### src/common/vread_pkg.sv
package vread_pkg;

   // data bus side
   localparam int BUS_DATA_W = 32;
   localparam int BUS_ADDR_W = 32;

   // log2 of the bytes in one bus word
   localparam int BYTE_SHIFT = 2;

   // one output value is half a bus word
   localparam int DATA_W = 16;

   // buffer word address, top bit picks the ping-pong half
   localparam int BUF_ADDR_W = 8;
   localparam int BUF_WORDS = 2 ** BUF_ADDR_W;

   // output address counts half-words
   localparam int OUT_ADDR_W = BUF_ADDR_W + 1;

   // word count of one transfer, can cover the whole buffer
   localparam int AMOUNT_W = BUF_ADDR_W + 1;

   // burst length in beats
   localparam int LEN_W = 8;

   // longest burst the fetch engine issues
   localparam int BURST_MAX = 16;

   // period and duty of the inner cycle loop
   localparam int PERIOD_W = 6;

   // inner and outer loop counts
   localparam int ITER_W = 8;

   // start delay of the output phase
   localparam int DELAY_W = 5;

endpackage

### src/source/vread_output.sv
module vread_output (
   input  logic                             clk,
   input  logic                             rst,
   input  logic                             rd_en_i,
   input  logic                             half_sel_i,
   input  logic [vread_pkg::BUS_DATA_W-1:0] rd_data_i,
   output logic [vread_pkg::DATA_W-1:0]     out_o,
   output logic                             out_valid_o
);

   logic sel_q;
   logic valid_q;

   // follow the read by one cycle, sel only moves with a read
   always_ff @(posedge clk or posedge rst) begin
      if (rst) begin
         sel_q   <= 1'b0;
         valid_q <= 1'b0;
      end else begin
         valid_q <= rd_en_i;
         if (rd_en_i) begin
            sel_q <= half_sel_i;
         end
      end
   end

   // odd half-word address picks the upper lane
   always_comb begin
      if (sel_q) begin
         out_o = rd_data_i[vread_pkg::BUS_DATA_W-1 -: vread_pkg::DATA_W];
      end else begin
         out_o = rd_data_i[vread_pkg::DATA_W-1:0];
      end
   end

   assign out_valid_o = valid_q;

endmodule

### config.mk
export PLATFORM = sky130hd
export DESIGN_NAME = vread_output
export DESIGN_NICKNAME = d
export VERILOG_FILES = /design/src/common/vread_pkg.sv /design/src/source/vread_output.sv
export SDC_FILE = /design/constraint.sdc
export NUM_CORES = 1
export LEC_CHECK = 0
export BUFFER_PORTS_ARGS = -buffer_cell sky130_fd_sc_hd__buf_2
export CAP_MARGIN = 5
export CORE_MARGIN = 2
export CORE_UTILIZATION = 23
export CTS_CLUSTER_SIZE = 40
export DETAILED_ROUTE_END_ITERATION = 10
export GPL_TIMING_DRIVEN = 0
export PLACE_DENSITY = 0.76
export SYNTH_ARGS = -nofsm -noshare
export SYNTH_HDL_FRONTEND = slang
export SYNTH_SLANG_ARGS = --single-unit
### constraint.sdc
create_clock -name clk -period 1 [get_ports clk]
set_input_delay 0.15 -clock clk [delete_from_list [all_inputs] [get_ports clk]]
set_output_delay 0.15 -clock clk [all_outputs]
set_load 0.005 [all_outputs]
==> summary.txt <==
Clock transition at path regs: 0.03 ns
CP Capture Type: primary output
Lkg Pwr: 0.000422 uW
Placed cells: 89
ANT cells: 0
Area Growth Syn to Fin: 136%
Global Route Usage Sum: 0.163
Max VDD drop: 0.000361 V
Grt total ovfl: 0
Nets: 121
Async SR Flop Fraction: 1.00
Initial antenna violation count: 0
DR DRC count: 0
Most used DFF post-synth: dfrtp_1
# IOs: 53
Fin crit period: 1.44 ns
Clk buf depth: 2
RSZ-0062 raised after global routing: true
Share of layout cells above drive strength 1: 0.952
Crit path DAT: 1.29 ns
Synth Instances: 22
Max_cap viols: 0
Synth area leader: mux2_4
Most frequent cells after synthesis: mux2_4, mux2_2, dfrtp_1
DIE HEIGHT: 40.7 um
TritonCTS Buffers: 3
Clock Tree Root: clkbuf_4
Placed Area: 589 um2
CP max FO: 7
Synth top area cells: mux2_4, mux2_2, dfrtp_1, buf_12, buf_6
Synth cell types: 6
Final std cell area, no fill: 733 um2
Crit Path Class: register to primary output
PwrDens: 921 nW/um2
Post-Syn Area: 310 um2
Post-DP HPWL: 1040 um
Failing checks: negative setup slack
Max-slew violations: 0
Fin crit share: 1.44
H-tree depth: 1
CTS tree: done
Pre-CTS setup slack: -0.207 ns
Most used cell, CP: buf_6
Vias in the first global route: 471
Required time of the worst setup path: 0.85 ns
Seq/Total Area, Yosys: 0.161
Placer Congestion: 0.730
Syn nets: 58
Min setup slack post-route: -0.437 ns
Via density per instance: 4.54
Largest net degree at the start of global routing: 11
Initial Utilization: 0.241
TritonRoute pass-1 iters: 2
Yosys warning count: 0
Count leader, synth: mux2_4
Final Setup Violations: 17
Power, Total: 676 uW
Slew headroom: 0.945
Status: complete, but fails checks
Port Buf Inserts: 52
CORE AREA: 1280 um2
Die footprint: 1660 um2
Synth Area per Inst: 14.1 um2
Vias: 445
DR WL/cell: 12.6 um
Min-delay worst type: input port to register
Slew of the pin with the lowest slew margin: 0.0822 ns
First-pass GRT wire length: 1650 um
Final ANT Viol Nets: 0
CP Cell Sequence: buf_6, clkbuf_16, mux2_4, buf_6
Post-synth EDFFs: 0
Final std cells w/o fill: 98
CP Launch Type: register
Clk_lat worst skew: 0.22 ns
Slowest-stage cell, CP: dfrtp_1
# fillers: 114
Peak Freq: 0.696 GHz
Chip Width: 40.7 um
Fin. Hold Viols: 0
Clk sink count: 2
WL final: 1230 um
Area fraction of the dominant cell type after synthesis: 0.435
Initial DRC Count: 1
Final Skew: 0 ns
Row count: 13
Yosys reg bits: 2
Fin util: 0.571
CP peak stage delay: 0.36 ns
==> final cells by class <==
cell class                      instances  area, um2  area share
Multi-Input combinational cell         17        225       0.307
Clock buffer                            3       22.5      0.0307
Sequential cell                         2       50.0      0.0683
Buffer                                  2       31.3      0.0427
Tap cell                               15       18.8      0.0256
Inverter                                1       3.75     0.00512
Timing Repair Buffer                   58        382       0.520
==> where the power goes <==
| group | internal [uW] | switching [uW] | leakage [uW] | total [uW] |
|---|---|---|---|---|
| combinational | 286 | 119 | 0.000385 | 405 |
| clock | 132 | 48.0 | 0.0000138 | 181 |
| sequential | 87.7 | 2.31 | 0.0000233 | 90.0 |
==> per-layer routing <==
metal	vias up	global-route usage	wire, um	share of wire
met5	-	0	0	0
met4	0	0.0750	0	0
met3	0	0.0489	252	0.20
met2	53	0.401	688	0.56
met1	188	0.0844	293	0.24
li1	204	-	-	-
==> logic make-up (layout without fill, tap and decap cells) <==
kind of cell	after synthesis	in the layout	synth area share
buffers and inverters	3	64	0.113
flip-flops	2	2	0.161
multiplexers	17	17	0.726
==> stage by stage <==
stage | TNS [ns] | hold WS [ns]
2_1_floorplan | -0.589 | -0.109
3_3_place_gp | -2.13 | 0.000210
3_5_place_dp | -2.28 | 0.00512
4_1_cts | -6.57 | 0.0379
5_1_grt | -7.40 | 0.0372
6_report | -6.47 | 0.0505
==> cell usage in the layout, fill, tap and decap left out <==
| cell type | count |
|---|---|
| buf_2 | 43 |
| buf_6 | 10 |
| mux2_4 | 9 |
| mux2_2 | 8 |
| buf_4 | 4 |
| clkbuf_4 | 3 |
| dfrtp_1 | 2 |
| buf_12 | 1 |
| inv_1 | 1 |
| clkbuf_16 | 1 |
| dlygate4sd3_1 | 1 |
==> path summary, 6_finish.rpt <==
| kind | from | end | slack [ns] | depth (start not counted) |
|---|---|---|---|---|
| setup / recovery | sel_q$_DFFE_PP0P_ | out_o[12] | -0.44 | 4 |
| hold / removal | rd_en_i | out_valid_o$_DFF_PP0_ | 0.05 | 1 |
| setup reg to reg | sel_q$_DFFE_PP0P_ | sel_q$_DFFE_PP0P_ | -0.02 | 3 |
| hold reg to reg | sel_q$_DFFE_PP0P_ | sel_q$_DFFE_PP0P_ | 0.78 | 3 |
| max in group asynchronous | rst | sel_q$_DFFE_PP0P_ | 0.57 | 3 |
| min in group asynchronous | rst | out_valid_o$_DFF_PP0_ | 0.32 | 3 |
==> critical path, delay by kind of cell, from the launching register on <==
family | cells | cell delay [ns]
buffers and inverters | 3 | 0.41
DFF | 1 | 0.36
muxes | 1 | 0.30
==> repair_timing <==
item / 4_1_cts / 5_1_grt
endpoints found under the setup margin: 17 / 17
pin swaps: 0 / 0
cloned: 0 / 1
endpoints found under the hold margin: 2 / 0
hold buffers: 1 / 0
resized for setup: 3 / 6
buffers inserted: 4 / 0
==> flip-flops by register name, summed over array words and instances (netlist names) <==
register,flops
out_valid_o,1
sel_q,1
Power figures use the tool's default switching activity.
