### config.mk
export PLATFORM = sky130hd
export DESIGN_NAME = vread_fetch_flat
export DESIGN_NICKNAME = d
export VERILOG_FILES = /design/src/common/vread_pkg.sv /design/src/common/vread_cfg_if.sv /design/src/fetch/vread_fetch.sv /design/src/flat_wrapper.sv
export SDC_FILE = /design/constraint.sdc
export NUM_CORES = 1
export LEC_CHECK = 0
export ABC_CLOCK_PERIOD_IN_PS = 8700
export BUFFER_PORTS_ARGS = -buffer_cell sky130_fd_sc_hd__buf_2
export CAP_MARGIN = 5
export CORE_MARGIN = 2
export CORE_UTILIZATION = 49
export DETAILED_ROUTE_END_ITERATION = 10
export HOLD_SLACK_MARGIN = 0.08
export PLACE_DENSITY = 0.89
export SLEW_MARGIN = 20
export SYNTH_ARGS = -nofsm -noshare
export SYNTH_HDL_FRONTEND = slang
export SYNTH_SLANG_ARGS = --single-unit
### constraint.sdc
create_clock -name clk -period 8.7 [get_ports clk]
set_clock_uncertainty 0.15 [all_clocks]
set_input_delay 1.74 -clock clk [delete_from_list [all_inputs] [get_ports clk]]
set_output_delay 1.74 -clock clk [all_outputs]
set_load 0.02 [all_outputs]
### src/common/vread_pkg.sv
package vread_pkg;

   // data bus side
   localparam int BUS_DATA_W = 32;
   localparam int BUS_ADDR_W = 32;

   // log2 of the bytes in one bus word
   localparam int BYTE_SHIFT = 2;

   // one output value is half a bus word
   localparam int DATA_W = 16;

   // buffer word address, top bit picks the ping-pong half
   localparam int BUF_ADDR_W = 8;
   localparam int BUF_WORDS = 2 ** BUF_ADDR_W;

   // output address counts half-words
   localparam int OUT_ADDR_W = BUF_ADDR_W + 1;

   // word count of one transfer, can cover the whole buffer
   localparam int AMOUNT_W = BUF_ADDR_W + 1;

   // burst length in beats
   localparam int LEN_W = 8;

   // longest burst the fetch engine issues
   localparam int BURST_MAX = 16;

   // period and duty of the inner cycle loop
   localparam int PERIOD_W = 6;

   // inner and outer loop counts
   localparam int ITER_W = 8;

   // start delay of the output phase
   localparam int DELAY_W = 5;

endpackage

### src/common/vread_cfg_if.sv
interface vread_cfg_if;

   logic [vread_pkg::BUS_ADDR_W-1:0] ext_addr;
   logic [vread_pkg::AMOUNT_W-1:0]   amount;
   logic                             fetch_en;
   logic                             ping_pong;
   // half being read by the output phase
   logic                             pp_state;

   // output address generator fields
   logic [vread_pkg::OUT_ADDR_W-1:0] start;
   logic [vread_pkg::OUT_ADDR_W-1:0] incr;
   logic [vread_pkg::PERIOD_W-1:0]   per;
   logic [vread_pkg::PERIOD_W-1:0]   duty;
   logic [vread_pkg::ITER_W-1:0]     iter;
   logic [vread_pkg::OUT_ADDR_W-1:0] shift;
   logic [vread_pkg::OUT_ADDR_W-1:0] incr2;
   logic [vread_pkg::ITER_W-1:0]     iter2;
   logic [vread_pkg::DELAY_W-1:0]    delay;

   modport cfg (output ext_addr, amount, fetch_en, ping_pong, pp_state,
                start, incr, per, duty, iter, shift, incr2, iter2, delay);
   modport fetch (input ext_addr, amount, fetch_en, ping_pong);
   modport agen (input ping_pong, start, incr, per, duty, iter, shift, incr2, iter2, delay);

endinterface

### src/fetch/vread_fetch.sv
module vread_fetch (
   input  logic                             clk,
   input  logic                             rst,
   input  logic                             run_i,
   vread_cfg_if.fetch                       cfg,
   output logic                             databus_valid_o,
   input  logic                             databus_ready_i,
   output logic [vread_pkg::BUS_ADDR_W-1:0] databus_addr_o,
   output logic [vread_pkg::LEN_W-1:0]      databus_len_o,
   input  logic [vread_pkg::BUS_DATA_W-1:0] databus_rdata_i,
   input  logic                             databus_last_i,
   output logic                             wr_en_o,
   output logic [vread_pkg::BUF_ADDR_W-1:0] wr_addr_o,
   output logic [vread_pkg::BUS_DATA_W-1:0] wr_data_o,
   output logic                             done_o
);

   typedef enum logic [1:0] {
      ST_IDLE,
      ST_BURST,
      ST_GAP
   } state_t;

   state_t                           state_q;
   // words covered by finished bursts
   logic [vread_pkg::AMOUNT_W-1:0]   bwords_q;
   // running word index of accepted beats
   logic [vread_pkg::AMOUNT_W-1:0]   widx_q;
   logic [vread_pkg::AMOUNT_W-1:0]   remaining;
   logic [vread_pkg::BUS_ADDR_W-1:0] byte_off;
   logic                             beat;

   assign remaining = cfg.amount - bwords_q;
   assign byte_off  = {{(vread_pkg::BUS_ADDR_W-vread_pkg::AMOUNT_W-vread_pkg::BYTE_SHIFT){1'b0}},
                       bwords_q, {vread_pkg::BYTE_SHIFT{1'b0}}};

   // addr and len only move between bursts
   assign databus_addr_o = cfg.ext_addr + byte_off;
   always_comb begin
      if (remaining > vread_pkg::BURST_MAX) begin
         databus_len_o = vread_pkg::BURST_MAX[vread_pkg::LEN_W-1:0];
      end else begin
         databus_len_o = remaining[vread_pkg::LEN_W-1:0];
      end
   end

   assign databus_valid_o = (state_q == ST_BURST) && cfg.fetch_en && (remaining != '0);
   assign beat            = databus_valid_o && databus_ready_i;

   // every beat goes straight into the buffer
   assign wr_en_o   = beat;
   assign wr_addr_o = widx_q[vread_pkg::BUF_ADDR_W-1:0];
   assign wr_data_o = databus_rdata_i;

   always_ff @(posedge clk or posedge rst) begin
      if (rst) begin
         state_q  <= ST_IDLE;
         bwords_q <= '0;
         widx_q   <= '0;
         done_o   <= 1'b0;
      end else begin
         done_o <= 1'b0;
         if (run_i) begin
            state_q  <= ST_BURST;
            bwords_q <= '0;
            widx_q   <= '0;
         end else begin
            case (state_q)
               ST_BURST: begin
                  if (!databus_valid_o) begin
                     // nothing to move in this run
                     state_q <= ST_IDLE;
                     done_o  <= 1'b1;
                  end else if (beat) begin
                     widx_q <= widx_q + 1'b1;
                     if (databus_last_i) begin
                        bwords_q <= bwords_q +
                                    {{(vread_pkg::AMOUNT_W-vread_pkg::LEN_W){1'b0}}, databus_len_o};
                        state_q  <= ST_GAP;
                     end
                  end
               end
               ST_GAP: begin
                  if (remaining == '0) begin
                     state_q <= ST_IDLE;
                     done_o  <= 1'b1;
                  end else begin
                     state_q <= ST_BURST;
                  end
               end
               default: state_q <= ST_IDLE;
            endcase
         end
      end
   end

   assert property (@(posedge clk) disable iff (rst)
      databus_valid_o && !(databus_ready_i && databus_last_i) |=>
         databus_valid_o && $stable(databus_addr_o) && $stable(databus_len_o));

   // ping-pong transfers must fit in one half
   assert property (@(posedge clk) disable iff (rst)
      wr_en_o && cfg.ping_pong |-> widx_q[vread_pkg::AMOUNT_W-1:vread_pkg::BUF_ADDR_W-1] == '0);

endmodule

### src/flat_wrapper.sv
// flat-port wrapper written by rule: the top's interface ports become plain ports
module vread_fetch_flat 
  (clk, rst, run_i, databus_valid_o, databus_ready_i, databus_addr_o, databus_len_o, databus_rdata_i, databus_last_i, wr_en_o, wr_addr_o, wr_data_o, done_o, cfg_ext_addr, cfg_amount, cfg_fetch_en, cfg_ping_pong);
  vread_cfg_if cfg_i ();
  input  logic clk;
  input  logic rst;
  input  logic run_i;
  output logic databus_valid_o;
  input  logic databus_ready_i;
  output logic [vread_pkg::BUS_ADDR_W-1:0] databus_addr_o;
  output logic [vread_pkg::LEN_W-1:0] databus_len_o;
  input  logic [vread_pkg::BUS_DATA_W-1:0] databus_rdata_i;
  input  logic databus_last_i;
  output logic wr_en_o;
  output logic [vread_pkg::BUF_ADDR_W-1:0] wr_addr_o;
  output logic [vread_pkg::BUS_DATA_W-1:0] wr_data_o;
  output logic done_o;
  input wire logic [$bits(cfg_i.ext_addr)-1:0] cfg_ext_addr;
  input wire logic [$bits(cfg_i.amount)-1:0] cfg_amount;
  input wire logic [$bits(cfg_i.fetch_en)-1:0] cfg_fetch_en;
  input wire logic [$bits(cfg_i.ping_pong)-1:0] cfg_ping_pong;
  assign cfg_i.ext_addr = cfg_ext_addr;
  assign cfg_i.amount = cfg_amount;
  assign cfg_i.fetch_en = cfg_fetch_en;
  assign cfg_i.ping_pong = cfg_ping_pong;
  vread_fetch u_core (.clk(clk), .rst(rst), .run_i(run_i), .cfg(cfg_i), .databus_valid_o(databus_valid_o), .databus_ready_i(databus_ready_i), .databus_addr_o(databus_addr_o), .databus_len_o(databus_len_o), .databus_rdata_i(databus_rdata_i), .databus_last_i(databus_last_i), .wr_en_o(wr_en_o), .wr_addr_o(wr_addr_o), .wr_data_o(wr_data_o), .done_o(done_o));
endmodule
==> metrics.yaml <==
via_count: 2657
drv_cap: 0
critical_path_class: "in2out"
synth_cell_types: 50
syn_inst: 354
yosys.cell_count.top_type: "buf_4"
grt_usage_pct: 21.1
clockRootBuffer: "clkbuf_8"
die-area_mm2: 0.00629
cp-start-kind: "primary input"
setup_violations: 0
slew_viol_final: 0
worstPathRequired_ps: 6810
clkTransAtPathRegs_ps: 80
reg2reg_slack_ps: 4100
first_iter_violations: 61
h-tree-depth: 1
yosys_warnings: 0
hold_viol: 0
antenna_found_initial: 0
tightest_slew_ps: 960
antenna_left: 0
ys_top_cells_by_count: "buf_4 (37), nor2_1 (32), a21oi_1 (30)"
drive_above_1_share_pct: 23.3
syn-mean-instance-area_um2: 7.85
cts_tree: "yes"
io_buffers: 90
setup_ws_ps: 2410
p_leak_nw: 1.60
antennaDiodeCount: 0
placed_area_mm2: 0.00303
path_max_fanout: 10
status: "finished, final reports clean"
nFillCells: 515
grt_pass1_wl_um: 10900
wl_per_cell_um: 13.9
p_per_area_mw_per_mm2: 95.0
grt_max_degree: 23
syn_area_mm2: 0.00278
io_pins: 163
power.share.sequential_pct: 32.7
ys.flop_type: "dfrtp_1"
fmax_ghz: 0.159
dpl_worst_slack_ps: 2430
drt_pass1_iterations: 4
fp.dieH_um: 79.3
relSlewSlack_pct: 35.6
clock-sinks: 20
yosys.area.top_type_share_pct: 18.0
hold_buffers: 0
switchingPower_mw: 0.0994
synth_area_leader_cell: "dfrtp_1"
synthToLayoutAreaGrowth_pct: 11.6
design.core.area_mm2: 0.00551
drc: 0
grt.overflow.total: 0
period_share_pct: 72.3
via_per_inst: 5.49
clock_insertion_delay_worst_skew_ps: 260
cp-end-kind: "primary output"
async_reset_ff_share_pct: 100
rows: 27
p_sw_share_pct: 33.7
p_int_mw: 0.196
gp_congestion: 0.890
ctsLongestPathBuffers: 2
synth-seq-cells: 20
rr_endpoint: "u_core.bwords_q[8]$_DFFE_PP0P_"
clock_power_share_pct: 32.9
reg2reg_from: "u_core.bwords_q[0]$_DFFE_PP0P_"
yosysSeqAreaShare_pct: 18.0
dp_hpwl_um: 5340
postLayoutCellArea_mm2: 0.00310
post-cts-setup-buffers: 0
die-width_um: 79.3
start_util_pct: 50.5
pwr-share-comb_pct: 34.4
synth_edf_count: 0
vdd_drop_max_v: 0.0000618
synth.area.top_cells: "dfrtp_1 (18%), ha_1 (12%), buf_4 (10%)"
fin_crit_ps: 6290
crit_arrival_ps: 4400
setup_tns_ps: 0
drt_wl_total_um: 6750
min_to: "u_core.widx_q[7]$_DFFE_PP0P_"
hold_path_class: "reg2reg"
hp-start: "u_core.widx_q[7]$_DFFE_PP0P_"
ctsResizeCount: 0
whs_path_depth: 2
grt_pass1_vias: 2550
nets: 523
reg2reg_depth: 17
cts_buffers: 3
rsz0062_at_grt: "false"
-- registers in the layout, indices dropped and copies added, names as in the netlist --
signal,cells
u_core.bwords_q,9
u_core.done_o,1
u_core.state_q,2
u_core.widx_q,8
-- area by class of cell --
class,instances,area [um^2],area share (%)
inverters,26,97.6,3.15
well taps,72,90.1,2.90
clock buffers,3,41.3,1.33
flip-flops and latches,20,500,16.1
repair buffers,90,450,14.5
multi-input cells,272,1890,61.0
clock inverters,1,30.0,0.968
-- cells by family (layout without fill, tap and decap cells) --
kind of cell | after synthesis | in the layout | share of synthesized area, %
fa+ha+maj | 30 | 30 | 14.3
mux | 2 | 2 | 0.900
other cells | 1 | 6 | 0.135
buf+inv | 67 | 120 | 14.6
compound gates | 85 | 85 | 19.8
xor+xnor | 41 | 41 | 12.9
simple gates | 108 | 108 | 19.3
flops | 20 | 20 | 18.0
-- power groups by stage --
stage	registers (mW)	clock network, mW	logic [mW]
after floorplan	0.0986	0	0.0914
after global placement	0.0983	0	0.0974
after detailed placement	0.0984	0	0.100
after CTS	0.0965	0.0970	0.101
after global routing	0.0969	0.101	0.112
final	0.0965	0.0971	0.101
-- critical path, cell delays in order --
cell and delay [ps]:
buf_2 70, inv_1 40, ha_1 220, fa_1 400
nand2b_1 200, a211o_1 310, a31oi_1 180, o2111a_1 450
nand2_1 240, nor2_1 310, buf_2 230
-- worst max path at each step --
stage,startpoint,cells past startpoint,endpoint
floorplan,cfg_ext_addr[2],11,databus_addr_o[18]
global placement,cfg_ext_addr[2],13,databus_addr_o[20]
detailed placement,cfg_amount[0],11,databus_len_o[1]
CTS,cfg_amount[0],11,databus_len_o[1]
global route,cfg_ext_addr[2],13,databus_addr_o[14]
finish,cfg_amount[0],11,databus_len_o[1]
-- metrics by stage --
| stage | hold slack [ps] | utilization (%) | std cells | power, mW |
|---|---|---|---|---|
| after floorplan | 384 | - | 359 | 0.190 |
| after global placement | 368 | 55.1 | 480 | 0.196 |
| after detailed placement | 380 | 55.1 | 480 | 0.199 |
| final | 399 | 56.4 | 484 | 0.295 |
| after global routing | 441 | 56.4 | 484 | 0.310 |
| after CTS | 399 | 56.4 | 484 | 0.295 |
-- metal layers --
metal	share of wire, %	global-route usage [%]
met1	42	24.0
met2	50	39.4
met3	7.4	4.43
met4	1.0	6.03
met5	0	0
-- cell usage in the layout, fill, tap and decap left out, drive strengths merged, types with 2 or more instances in the layout --
| master | n |
|---|---|
| buf | 90 |
| nor3 | 6 |
| a311oi | 2 |
| nor4 | 2 |
| nor2 | 32 |
| nand2b | 10 |
| a211oi | 5 |
| xor2 | 21 |
| a21oi | 30 |
| o21ai | 15 |
| ha | 27 |
| and3 | 9 |
| fa | 3 |
| nor3b | 4 |
| conb | 6 |
| a2111oi | 3 |
| and2 | 3 |
| o21a | 4 |
| a21o | 6 |
| nor2b | 2 |
| or3 | 3 |
| dfrtp | 20 |
| a21boi | 5 |
| a211o | 2 |
| nand4 | 4 |
| nand3 | 2 |
| a31oi | 3 |
| o21bai | 3 |
| xnor2 | 20 |
| inv | 26 |
| clkbuf | 3 |
| nand2 | 26 |
Note: power is estimated with default switching activity, not from simulation.
