`src/common/vread_pkg.sv`:
```
package vread_pkg;

   // data bus side
   localparam int BUS_DATA_W = 32;
   localparam int BUS_ADDR_W = 32;

   // log2 of the bytes in one bus word
   localparam int BYTE_SHIFT = 2;

   // one output value is half a bus word
   localparam int DATA_W = 16;

   // buffer word address, top bit picks the ping-pong half
   localparam int BUF_ADDR_W = 8;
   localparam int BUF_WORDS = 2 ** BUF_ADDR_W;

   // output address counts half-words
   localparam int OUT_ADDR_W = BUF_ADDR_W + 1;

   // word count of one transfer, can cover the whole buffer
   localparam int AMOUNT_W = BUF_ADDR_W + 1;

   // burst length in beats
   localparam int LEN_W = 8;

   // longest burst the fetch engine issues
   localparam int BURST_MAX = 16;

   // period and duty of the inner cycle loop
   localparam int PERIOD_W = 6;

   // inner and outer loop counts
   localparam int ITER_W = 8;

   // start delay of the output phase
   localparam int DELAY_W = 5;

endpackage

```
`src/common/vread_cfg_if.sv`:
```
interface vread_cfg_if;

   logic [vread_pkg::BUS_ADDR_W-1:0] ext_addr;
   logic [vread_pkg::AMOUNT_W-1:0]   amount;
   logic                             fetch_en;
   logic                             ping_pong;
   // half being read by the output phase
   logic                             pp_state;

   // output address generator fields
   logic [vread_pkg::OUT_ADDR_W-1:0] start;
   logic [vread_pkg::OUT_ADDR_W-1:0] incr;
   logic [vread_pkg::PERIOD_W-1:0]   per;
   logic [vread_pkg::PERIOD_W-1:0]   duty;
   logic [vread_pkg::ITER_W-1:0]     iter;
   logic [vread_pkg::OUT_ADDR_W-1:0] shift;
   logic [vread_pkg::OUT_ADDR_W-1:0] incr2;
   logic [vread_pkg::ITER_W-1:0]     iter2;
   logic [vread_pkg::DELAY_W-1:0]    delay;

   modport cfg (output ext_addr, amount, fetch_en, ping_pong, pp_state,
                start, incr, per, duty, iter, shift, incr2, iter2, delay);
   modport fetch (input ext_addr, amount, fetch_en, ping_pong);
   modport agen (input ping_pong, start, incr, per, duty, iter, shift, incr2, iter2, delay);

endinterface

```
`src/source/vread_addr_gen.sv`:
```
module vread_addr_gen (
   input  logic                             clk,
   input  logic                             rst,
   input  logic                             run_i,
   vread_cfg_if.agen                        cfg,
   output logic                             rd_en_o,
   output logic [vread_pkg::OUT_ADDR_W-1:0] rd_addr_o,
   output logic                             done_o
);

   typedef enum logic [1:0] {
      ST_IDLE,
      ST_WAIT,
      ST_RUN
   } state_t;

   state_t                           state_q;
   logic [vread_pkg::DELAY_W-1:0]    dcnt_q;
   logic [vread_pkg::PERIOD_W-1:0]   c_q;
   logic [vread_pkg::ITER_W-1:0]     i_q;
   logic [vread_pkg::ITER_W-1:0]     o_q;
   // address offsets of each loop level
   logic [vread_pkg::OUT_ADDR_W-1:0] acc_c_q;
   logic [vread_pkg::OUT_ADDR_W-1:0] acc_i_q;
   logic [vread_pkg::OUT_ADDR_W-1:0] acc_o_q;
   logic                             zero_cnt;
   logic                             active;
   logic                             last_c;
   logic                             last_i;
   logic                             last_o;

   assign zero_cnt = (cfg.per == '0) || (cfg.iter == '0) || (cfg.iter2 == '0);

   // the last delay cycle already counts as the first loop cycle
   assign active = !zero_cnt &&
                   ((state_q == ST_RUN) || (state_q == ST_WAIT && dcnt_q == cfg.delay));

   assign last_c = (c_q == cfg.per - 1'b1);
   assign last_i = (i_q == cfg.iter - 1'b1);
   assign last_o = (o_q == cfg.iter2 - 1'b1);

   assign rd_en_o   = active && (c_q < cfg.duty);
   assign rd_addr_o = cfg.start + acc_o_q + acc_i_q + acc_c_q;

   always_ff @(posedge clk or posedge rst) begin
      if (rst) begin
         state_q <= ST_IDLE;
         dcnt_q  <= '0;
         c_q     <= '0;
         i_q     <= '0;
         o_q     <= '0;
         acc_c_q <= '0;
         acc_i_q <= '0;
         acc_o_q <= '0;
         done_o  <= 1'b0;
      end else begin
         done_o <= 1'b0;
         if (run_i) begin
            state_q <= ST_WAIT;
            dcnt_q  <= '0;
            c_q     <= '0;
            i_q     <= '0;
            o_q     <= '0;
            acc_c_q <= '0;
            acc_i_q <= '0;
            acc_o_q <= '0;
         end else if (state_q == ST_WAIT && zero_cnt) begin
            state_q <= ST_IDLE;
            done_o  <= 1'b1;
         end else if (active) begin
            state_q <= ST_RUN;
            if (!last_c) begin
               c_q     <= c_q + 1'b1;
               acc_c_q <= acc_c_q + cfg.incr;
            end else begin
               c_q     <= '0;
               acc_c_q <= '0;
               if (!last_i) begin
                  i_q     <= i_q + 1'b1;
                  acc_i_q <= acc_i_q + cfg.shift;
               end else begin
                  i_q     <= '0;
                  acc_i_q <= '0;
                  if (!last_o) begin
                     o_q     <= o_q + 1'b1;
                     acc_o_q <= acc_o_q + cfg.incr2;
                  end else begin
                     state_q <= ST_IDLE;
                     done_o  <= 1'b1;
                  end
               end
            end
         end else if (state_q == ST_WAIT) begin
            dcnt_q <= dcnt_q + 1'b1;
         end
      end
   end

   // reads in ping-pong mode stay below the half boundary
   assert property (@(posedge clk) disable iff (rst)
      rd_en_o && cfg.ping_pong |-> !rd_addr_o[vread_pkg::OUT_ADDR_W-1]);

endmodule

```
`src/flat_wrapper.sv`:
```
// flat-port wrapper written by rule: the top's interface ports become plain ports
module vread_addr_gen_flat 
  (clk, rst, run_i, rd_en_o, rd_addr_o, done_o, cfg_ping_pong, cfg_start, cfg_incr, cfg_per, cfg_duty, cfg_iter, cfg_shift, cfg_incr2, cfg_iter2, cfg_delay);
  vread_cfg_if cfg_i ();
  input  logic clk;
  input  logic rst;
  input  logic run_i;
  output logic rd_en_o;
  output logic [vread_pkg::OUT_ADDR_W-1:0] rd_addr_o;
  output logic done_o;
  input wire logic [$bits(cfg_i.ping_pong)-1:0] cfg_ping_pong;
  input wire logic [$bits(cfg_i.start)-1:0] cfg_start;
  input wire logic [$bits(cfg_i.incr)-1:0] cfg_incr;
  input wire logic [$bits(cfg_i.per)-1:0] cfg_per;
  input wire logic [$bits(cfg_i.duty)-1:0] cfg_duty;
  input wire logic [$bits(cfg_i.iter)-1:0] cfg_iter;
  input wire logic [$bits(cfg_i.shift)-1:0] cfg_shift;
  input wire logic [$bits(cfg_i.incr2)-1:0] cfg_incr2;
  input wire logic [$bits(cfg_i.iter2)-1:0] cfg_iter2;
  input wire logic [$bits(cfg_i.delay)-1:0] cfg_delay;
  assign cfg_i.ping_pong = cfg_ping_pong;
  assign cfg_i.start = cfg_start;
  assign cfg_i.incr = cfg_incr;
  assign cfg_i.per = cfg_per;
  assign cfg_i.duty = cfg_duty;
  assign cfg_i.iter = cfg_iter;
  assign cfg_i.shift = cfg_shift;
  assign cfg_i.incr2 = cfg_incr2;
  assign cfg_i.iter2 = cfg_iter2;
  assign cfg_i.delay = cfg_delay;
  vread_addr_gen u_core (.clk(clk), .rst(rst), .run_i(run_i), .cfg(cfg_i), .rd_en_o(rd_en_o), .rd_addr_o(rd_addr_o), .done_o(done_o));
endmodule
```
`config.mk`:
```
export PLATFORM = sky130hd
export DESIGN_NAME = vread_addr_gen_flat
export DESIGN_NICKNAME = d
export VERILOG_FILES = /design/src/common/vread_pkg.sv /design/src/common/vread_cfg_if.sv /design/src/source/vread_addr_gen.sv /design/src/flat_wrapper.sv
export SDC_FILE = /design/constraint.sdc
export NUM_CORES = 1
export LEC_CHECK = 0
export BUFFER_PORTS_ARGS = -buffer_cell sky130_fd_sc_hd__buf_2
export CAP_MARGIN = 15
export CORE_AREA = 2 2 120 180
export DETAILED_ROUTE_END_ITERATION = 12
export DIE_AREA = 0 0 122 182
export SLEW_MARGIN = 25
export SYNTH_ARGS = -nofsm -noshare
export SYNTH_HDL_FRONTEND = slang
export SYNTH_SLANG_ARGS = --single-unit
```
`constraint.sdc`:
```
create_clock -name clk -period 7.9 [get_ports clk]
set_input_delay 0 -clock clk [delete_from_list [all_inputs] [get_ports clk]]
set_output_delay 0 -clock clk [all_outputs]
set_load 0.01 [all_outputs]
```
==> results of run 1 <==
-- layout make-up --
type | instances | area, um2
sequential | 57 | 1430
fill | 2189 | 14600
multi-input combinational | 416 | 3350
inverter | 56 | 210
tap | 268 | 335
clock buffer | 10 | 239
timing repair buffer | 88 | 458
clock inverter | 6 | 91.3
-- cells in the mapped netlist (11+ instances only) --
library cell | n | area share
a21oi_1 | 25 | 0.025
dfrtp_1 | 57 | 0.28
fa_1 | 19 | 0.075
ha_1 | 46 | 0.11
inv_1 | 56 | 0.041
mux2i_1 | 11 | 0.022
nand2_1 | 13 | 0.0096
nand2b_1 | 14 | 0.017
nand3_1 | 21 | 0.021
nor2_1 | 51 | 0.038
o21ai_0 | 26 | 0.026
xnor2_1 | 51 | 0.088
xor2_1 | 19 | 0.033
-- worst reg2reg max path, delay by kind of cell (launching register included) --
family / cells / cell delay, ps
AO/OA/AOI/OAI: 1 / 670
XOR/XNOR: 1 / 170
flip-flops: 1 / 430
multiplexers: 1 / 320
AND/OR/NAND/NOR: 4 / 1610
-- cells in the final DEF, fill, tap and decap left out, drive strengths merged, types with 4 or more instances in the layout --
master / n
or3: 7
mux2i: 11
nand2b: 14
o21ai: 27
nand2: 13
buf: 87
a21boi: 4
dfrtp: 57
nand3: 21
a21o: 9
nor3: 8
o22ai: 4
clkbuf: 10
mux2: 4
nor2b: 9
a211oi: 5
xnor2: 51
nand3b: 4
o31ai: 4
nand4: 6
o21bai: 6
xor2: 19
nor2: 51
a22o: 10
fa: 19
a21oi: 25
inv: 56
ha: 46
-- state kept, by name, summed over array words and instances, names as in the netlist --
name,count
u_core.acc_c_q,9
u_core.acc_i_q,9
u_core.acc_o_q,9
u_core.c_q,6
u_core.dcnt_q,5
u_core.done_o,1
u_core.i_q,8
u_core.o_q,8
u_core.state_q,2
-- how the worst min path moves through the flow --
stage | startpoint | endpoint | slack (ps) | cells past startpoint
final | cfg_incr[0] | u_core.acc_c_q[0]$_DFFE_PP0P_ | 20 | 3
after global routing | cfg_incr[0] | u_core.acc_c_q[0]$_DFFE_PP0P_ | 20 | 3
after CTS | cfg_incr[0] | u_core.acc_c_q[0]$_DFFE_PP0P_ | 10 | 3
after detailed placement | rst | u_core.dcnt_q[3]$_DFFE_PP0P_ | 290 | 3
after global placement | rst | u_core.dcnt_q[3]$_DFFE_PP0P_ | 280 | 3
after floorplan | cfg_duty[5] | rd_en_o | 220 | 3
-- cells by family after synthesis --
| group | synth area share |
|---|---|
| simple gates | 0.157 |
| compound gates | 0.164 |
| buf+inv | 0.0589 |
| xor+xnor | 0.121 |
| fa+ha+maj | 0.188 |
| flops | 0.281 |
| mux | 0.0305 |
-- power by group through the flow --
stage	Clock, mW	Combinational (mW)	Sequential (mW)
finish	0.431	0.389	0.341
global route	0.459	0.444	0.344
CTS	0.443	0.398	0.340
global placement	0	0.388	0.344
detailed placement	0	0.395	0.345
floorplan	0	0.286	0.338
-- metal layers --
layer / GRT usage / wire [um]
met4: 0.0331 / 148
met2: 0.226 / 7050
met5: 0 / 0
met1: 0.131 / 5060
met3: 0.0160 / 247
==> results.py, run 1 <==
metrics = {
    "synthesis": {
        "syn_inst": 545,
        "synth_cell_type_count": 61,
        "yosysWarningCount": 0,
        "ys_ff_latch": 57,
        "synthArstFlopShare": 1.00,
        "seq_area_frac_synth": 0.281,
        "synth_nets": 683,
        "synthFlopType": "dfrtp_1",
        "synth_edf_count": 0,
        "syn_area_um2": 5080,
        "postSynthAreaPerCell_um2": 9.32,
    },
    "sta": {
        "layout_worst_path_cycle_share": 0.451,
        "setup_ws_ps": 4330,
        "fin_skew_ps": 7.73,
        "min_period_ps": 3570,
        "clock.fmax_mhz": 280,
        "rsz0062_at_grt": "false",
        "hold_slack_ps": 23.2,
        "finalSetupTns_ps": 0,
        "finalMaxSlewViolations": 0,
        "hold_viol_final": 0,
        "worst_slew_pin_slew_ps": 1010,
        "relSlewSlack": 0.321,
        "setup_viol": 0,
    },
    "critical_path": {
        "worstRegToRegCells": 7,
        "cp-end-kind": "output pin",
        "crit_chain": "inv_1 > fa_1 > inv_1 > fa_1 > ha_1 > fa_1 > a21o_1 > a21oi_1 > o21bai_1 > a21oi_1 > xnor2_1 > buf_2",
        "arrival_ps": 3570,
        "reg2reg_to": "u_core.o_q[4]$_DFFE_PP0P_",
        "slowest_delay_ps": 520,
        "crit_family": "adder cells",
        "critPathMaxFanout": 4,
        "cp_common_cell": "fa_1",
        "r2r_slack_ps": 4590,
        "path_buf_inv": 3,
        "slowest_stage": "fa_1",
        "cp-startpoint": "u_core.acc_o_q[1]$_DFFE_PP0P_",
        "required_ps": 7900,
        "reg2reg_from": "u_core.dcnt_q[2]$_DFFE_PP0P_",
        "path_depth": 12,
        "crit_type": "reg2out",
        "endpoint": "rd_addr_o[7]",
        "startpoint_type": "flop",
    },
    "drt": {
        "drc": 0,
        "wl_mm": 12.5,
        "dr.pass1.iters": 5,
        "vias": 4045,
        "ant_nets": 0,
        "vias_per_cell": 4.49,
        "wl_per_cell_um": 13.9,
        "drtIter0Drc": 105,
    },
    "floorplan": {
        "rows": 65,
        "dieArea_um2": 22200,
        "die_w_um": 122,
        "ios": 84,
        "core_um2": 20700,
        "initial_core_util": 0.245,
        "die_y_um": 182,
    },
    "outcome": {
        "outcome": "finished, final reports clean",
    },
    "clock_network": {
        "post-cts-setup-buffer-count": 0,
        "cts_tree": "yes",
        "clock-sinks": 57,
        "cts_resized": 0,
        "htreeDepth": 3,
        "ctsHoldBuffers": 1,
        "path_clk_slew_ps": 60,
        "clk_latency_ps": 330,
        "cts_buffers": 9,
        "clockRootBuffer": "clkbuf_16",
        "clock_path_buffers": 2,
    },
    "power_and_ir_drop": {
        "p_total_mw": 1.16,
        "switchingPower_uw": 379,
        "p_int_uw": 781,
        "p_comb_frac": 0.335,
        "power_frac_seq": 0.294,
        "swShare": 0.327,
        "power_frac_clock": 0.371,
        "power_density_nw_per_um2": 190,
        "vdd_ir_drop_max_uv": 125,
        "power.static_leakage_nw": 2.78,
    },
    "place": {
        "dp_slack_ps": 4530,
        "port_buffers": 82,
        "dp_cells": 884,
        "place_congestion": 0.779,
        "dpl.hpwl_mm": 10.1,
        "dpl_cell_area_um2": 5770,
    },
    "cells_and_area": {
        "fin_nets": 766,
        "stdcell_count": 901,
        "final_util": 0.295,
        "drive_gt1_frac": 0.190,
        "insertedDiodeCount": 0,
        "syn2layout_area_growth_pct": 20.4,
        "design_area_um2": 6110,
    },
    "hold_path": {
        "hold_class": "in2reg",
    },
    "global_routing": {
        "grt_pass1_wl_mm": 20.1,
        "grt_max_degree": 58,
        "overflow": 0,
        "antenna_found_initial": 0,
        "grt_util_all_layers": 0.117,
        "grt_pass1_vias": 4002,
    },
    "job": {
        "maxCapViolations": 0,
    },
}
No activity file was read; power rests on OpenSTA's default activity.
==> inputs of run 2 (changes only) <==
clock period = 3.5 ns   (was 7.9 ns; I/O delays follow)
==> results.py, run 2 (synthesized netlist as in run 1, its figures left out) <==
metrics = {
    "outcome": {
        "outcome": "finished, final reports clean",
    },
    "power_and_ir_drop": {
        "power.static_leakage_nw": 2.79,
        "vdd_ir_drop_max_uv": 348,
        "power_density_nw_per_um2": 408,
    },
    "global_routing": {
        "grt_pass1_wl_mm": 20.8,
        "grtUsageMet3": 0.0210,
        "grt_pass1_vias": 4106,
        "grt_util_all_layers": 0.121,
        "antenna_found_initial": 0,
        "overflow": 0,
        "grt_max_degree": 33,
        "grt.met2_usage": 0.227,
        "met1_usage": 0.135,
        "top_usage_layer": "met2",
    },
    "sta": {
        "setup_viol": 0,
        "clock.fmax_mhz": 303,
        "worst_slew_pin_slew_ps": 723,
        "fin_skew_ps": 9.26,
        "hold_viol_final": 0,
        "rsz0062_at_grt": "false",
        "relSlewSlack": 0.517,
        "finalMaxSlewViolations": 0,
        "finalSetupTns_ps": 0,
        "layout_worst_path_cycle_share": 0.943,
        "min_period_ps": 3300,
    },
    "floorplan": {
        "core_um2": 20700,
        "rows": 65,
        "ios": 84,
        "dieArea_um2": 22200,
        "die_w_um": 122,
        "die_y_um": 182,
        "initial_core_util": 0.245,
    },
    "critical_path": {
        "worstRegToRegCells": 8,
        "cp_common_cell": "fa_1",
        "crit_chain": "inv_1 > fa_1 > inv_1 > fa_1 > ha_1 > fa_1 > a21o_1 > a21oi_4 > o21bai_1 > a21oi_1 > xnor2_1 > buf_2",
        "r2r_slack_ps": 710,
        "startpoint_type": "flop",
        "slowest_delay_ps": 490,
        "required_ps": 3500,
        "cp-end-kind": "output pin",
        "arrival_ps": 3300,
        "slowest_stage": "fa_1",
        "crit_type": "reg2out",
        "critPathMaxFanout": 2,
    },
    "drt": {
        "dr.pass1.iters": 4,
        "wl_per_cell_um": 14.0,
        "drc": 0,
        "wl_mm": 12.7,
        "vias_per_cell": 4.52,
        "vias": 4095,
        "ant_nets": 0,
        "drtIter0Drc": 132,
    },
    "clock_network": {
        "path_clk_slew_ps": 60,
        "htreeDepth": 3,
        "clock_path_buffers": 2,
        "cts_buffers": 9,
        "clk_latency_ps": 330,
        "clock-sinks": 57,
        "clockRootBuffer": "clkbuf_16",
        "cts_tree": "yes",
    },
    "place": {
        "place_congestion": 0.742,
        "dpl.hpwl_mm": 10.4,
        "port_buffers": 82,
    },
    "cells_and_area": {
        "final_cell_mix": "82 x buf_2, 56 x dfrtp_1, 55 x inv_1",
        "insertedDiodeCount": 0,
        "reg_top3": "u_core.acc_c_q (9), u_core.acc_i_q (9), u_core.acc_o_q (9)",
        "drive_gt1_frac": 0.202,
        "final_util": 0.295,
        "final_common_cell": "buf_2",
        "syn2layout_area_growth_pct": 20.5,
        "fin_nets": 771,
    },
    "hold_path": {
        "min_path_cells": 3,
        "hold_class": "in2reg",
    },
    "job": {
        "maxCapViolations": 0,
    },
}
run 2: cell types whose count changed in the layout (fill, tap and decap cells not counted), sizes merged:
cell      delta
clkinv       +3
clkinvlp     -1
buf          +5
inv          +1
clkbuf       -1
bufinv       -2
run 2: final cells by class:
cell class / instances / area [um2]
clock buffer: 9 / 225
clock inverter: 7 / 55.1
fill: 2207 / 14600
inverter: 56 / 210
multi-input combinational: 416 / 3370
sequential: 57 / 1430
tap: 268 / 335
timing repair buffer: 93 / 495
run 2: worst paths after layout:
kind	from	endpoint
setup / recovery	u_core.acc_o_q[1]$_DFFE_PP0P_	rd_addr_o[7]
hold / removal	cfg_incr[0]	u_core.acc_c_q[0]$_DFFE_PP0P_
setup reg to reg	u_core.c_q[5]$_DFFE_PP0P_	u_core.acc_o_q[0]$_DFFE_PP0P_
hold reg to reg	u_core.state_q[0]$_DFFE_PP0P_	u_core.state_q[0]$_DFFE_PP0P_
max in group asynchronous	rst	u_core.acc_o_q[1]$_DFFE_PP0P_
min in group asynchronous	rst	u_core.dcnt_q[4]$_DFFE_PP0P_
run 2: power breakdown:
| group | internal (mW) | switching [mW] |
|---|---|---|
| Clock | 0.483 | 0.345 |
| Combinational | 0.417 | 0.484 |
| Sequential | 0.711 | 0.0551 |
run 2: timing repair:
action,4_1_cts,5_1_grt
pin swaps,0,1
buffers inserted,0,2
endpoints found under the setup margin,1,2
endpoints found under the hold margin,28,0
resized for setup,1,4
hold buffers,1,0
run 2: routing by layer:
metal	wire [um]	part of all wire
met1	5070	0.40
met2	7020	0.55
met3	361	0.028
met4	260	0.020
met5	0	0
run 2: worst max-delay path: cells and delay by family (launching register included):
family / cells / cell delay [ps]
buf+inv: 3 / 250
xor+xnor: 1 / 140
fa+ha+maj: 4 / 1600
compound gates: 4 / 620
flops: 1 / 360
run 2: per-stage QoR:
stage	cell area, um2	setup WS, ps	power (mW)	instances	hold slack (ps)
2_1_floorplan	5080	677	1.41	545	225
3_3_place_gp	5800	319	1.66	887	146
3_5_place_dp	5800	288	1.68	887	151
4_1_cts	6090	1.09	2.53	904	18.6
5_1_grt	6120	42.1	2.69	906	34.5
6_report	6120	199	2.50	906	28.0
==> inputs of run 3 (changes only) <==
RECOVER_POWER = 100   (was default)
SLEW_MARGIN = 5   (was 25)
==> results.py, run 3 (synthesized netlist as in run 1, its figures left out) <==
metrics = {
    "critical_path": {
        "crit_type": "reg2out",
        "required_ps": 3500,
        "cp-startpoint": "u_core.acc_o_q[1]$_DFFE_PP0P_",
        "endpoint": "rd_addr_o[7]",
        "cp-end-kind": "output pin",
        "reg2reg_from": "u_core.c_q[5]$_DFFE_PP0P_",
        "slowest_stage": "fa_1",
        "r2r_slack_ps": 370,
        "arrival_ps": 3320,
        "slowest_delay_ps": 490,
        "critPathMaxFanout": 2,
        "startpoint_type": "flop",
        "reg2reg_to": "u_core.acc_o_q[0]$_DFFE_PP0P_",
        "crit_chain": "inv_1 > fa_1 > inv_1 > fa_1 > ha_1 > fa_1 > a21o_1 > a21oi_4 > o21bai_1 > a21oi_1 > xnor2_1 > clkbuf_1",
        "worstRegToRegCells": 8,
        "cp_common_cell": "fa_1",
    },
    "power_and_ir_drop": {
        "vdd_ir_drop_max_uv": 338,
        "power.static_leakage_nw": 2.75,
        "power_density_nw_per_um2": 409,
    },
    "sta": {
        "finalSetupTns_ps": 0,
        "fin_skew_ps": 10.0,
        "hold_slack_ps": 27.0,
        "clock.fmax_mhz": 301,
        "worst_slew_pin_slew_ps": 1680,
        "finalMaxSlewViolations": 30,
        "layout_worst_path_cycle_share": 0.949,
        "rsz0062_at_grt": "false",
        "setup_viol": 0,
        "min_period_ps": 3320,
        "relSlewSlack": -0.118,
        "hold_viol_final": 0,
    },
    "floorplan": {
        "dieArea_um2": 22200,
        "ios": 84,
        "initial_core_util": 0.245,
        "die_w_um": 122,
        "core_um2": 20700,
        "rows": 65,
        "die_y_um": 182,
    },
    "drt": {
        "drtIter0Drc": 140,
        "vias_per_cell": 4.53,
        "ant_nets": 0,
        "wl_per_cell_um": 14.1,
        "dr.pass1.iters": 4,
        "wl_mm": 12.8,
        "drc": 0,
        "vias": 4107,
    },
    "global_routing": {
        "antenna_found_initial": 0,
        "grt_pass1_wl_mm": 20.8,
        "grt_util_all_layers": 0.121,
        "grt_max_degree": 33,
        "overflow": 0,
        "grt_pass1_vias": 4106,
    },
    "clock_network": {
        "clk_latency_ps": 330,
        "cts_buffers": 9,
        "path_clk_slew_ps": 60,
        "cts_tree": "yes",
        "clock_path_buffers": 2,
        "htreeDepth": 3,
        "clock-sinks": 57,
        "clockRootBuffer": "clkbuf_16",
    },
    "cells_and_area": {
        "fin_nets": 771,
        "final_cell_mix": "73 x buf_2, 56 x inv_1, 56 x dfrtp_1",
        "drive_gt1_frac": 0.179,
        "insertedDiodeCount": 0,
        "reg_top3": "u_core.acc_c_q (9), u_core.acc_i_q (9), u_core.acc_o_q (9)",
        "syn2layout_area_growth_pct": 19.4,
        "fill_cells": 2218,
        "final_common_cell": "buf_2",
    },
    "place": {
        "port_buffers": 82,
        "place_congestion": 0.742,
        "dpl.hpwl_mm": 10.4,
    },
    "job": {
        "maxCapViolations": 1,
    },
    "outcome": {
        "violations": "max-capacitance violations, max-slew violations",
        "outcome": "finished with violations",
    },
    "hold_path": {
        "hold_class": "in2reg",
    },
}
## run 3: changes by cell type in the layout (fill, tap and decap cells not counted), sizes merged
cell,change
buf,-13
clkbuf,+13
## run 3: where the power goes
part	internal [mW]	switching [mW]	leakage, nW
Clock	0.483	0.345	0.132
Sequential	0.711	0.0549	0.775
Combinational	0.403	0.484	1.85
Total	1.60	0.884	2.75
## run 3: area by class of cell
| type | instances | area, um2 | area share |
|---|---|---|---|
| multi-input combinational | 416 | 3340 | 0.551 |
| sequential | 57 | 1430 | 0.235 |
| timing repair buffer | 93 | 472 | 0.0778 |
| tap | 268 | 335 | 0.0553 |
| clock buffer | 9 | 225 | 0.0371 |
| inverter | 56 | 210 | 0.0347 |
| clock inverter | 7 | 55.1 | 0.00908 |
## run 3: per-layer routing
metal,track usage,wire length (um),up-vias
met5,0,0,-
met3,0.0210,361,10
li1,-,-,2064
met4,0.0409,259,0
met1,0.135,5100,1972
met2,0.227,7060,61
## run 3: metrics by stage
step | worst slack (ps) | instance area (um2) | total power [mW] | util | cells
final | 180 | 6060 | 2.48 | 0.292 | 906
after global routing | 21.6 | 6060 | 2.67 | 0.292 | 906
after CTS | 1.09 | 6090 | 2.53 | 0.294 | 904
after detailed placement | 288 | 5800 | 1.68 | 0.279 | 887
after global placement | 319 | 5800 | 1.66 | 0.279 | 887
after floorplan | 677 | 5080 | 1.41 | - | 545
## run 3: how the worst min path moves through the flow
| stage | from | to | slack [ps] | depth (start not counted) |
|---|---|---|---|---|
| 6_report | cfg_incr[0] | u_core.acc_c_q[0]$_DFFE_PP0P_ | 30 | 3 |
| 5_1_grt | cfg_incr[0] | u_core.acc_c_q[0]$_DFFE_PP0P_ | 30 | 3 |
| 4_1_cts | cfg_incr[8] | u_core.acc_c_q[8]$_DFFE_PP0P_ | 20 | 3 |
| 3_5_place_dp | rst | u_core.dcnt_q[4]$_DFFE_PP0P_ | 150 | 2 |
| 3_3_place_gp | rst | u_core.dcnt_q[4]$_DFFE_PP0P_ | 150 | 2 |
| 2_1_floorplan | cfg_duty[5] | rd_en_o | 220 | 3 |
## run 3: worst max-delay path: cells and delay by family (launching register included)
| family | cells | cell delay [ps] |
|---|---|---|
| xor+xnor | 1 | 140 |
| buf+inv | 3 | 270 |
| compound gates | 4 | 620 |
| fa+ha+maj | 4 | 1600 |
| flops | 1 | 360 |
## run 3: timing repair
item,4_1_cts,5_1_grt
setup endpoints to repair,1,2
buffers inserted,0,2
pin swaps,0,1
hold buffers,1,0
hold endpoints to repair,28,0
cloned,0,0
gates resized for setup,1,4
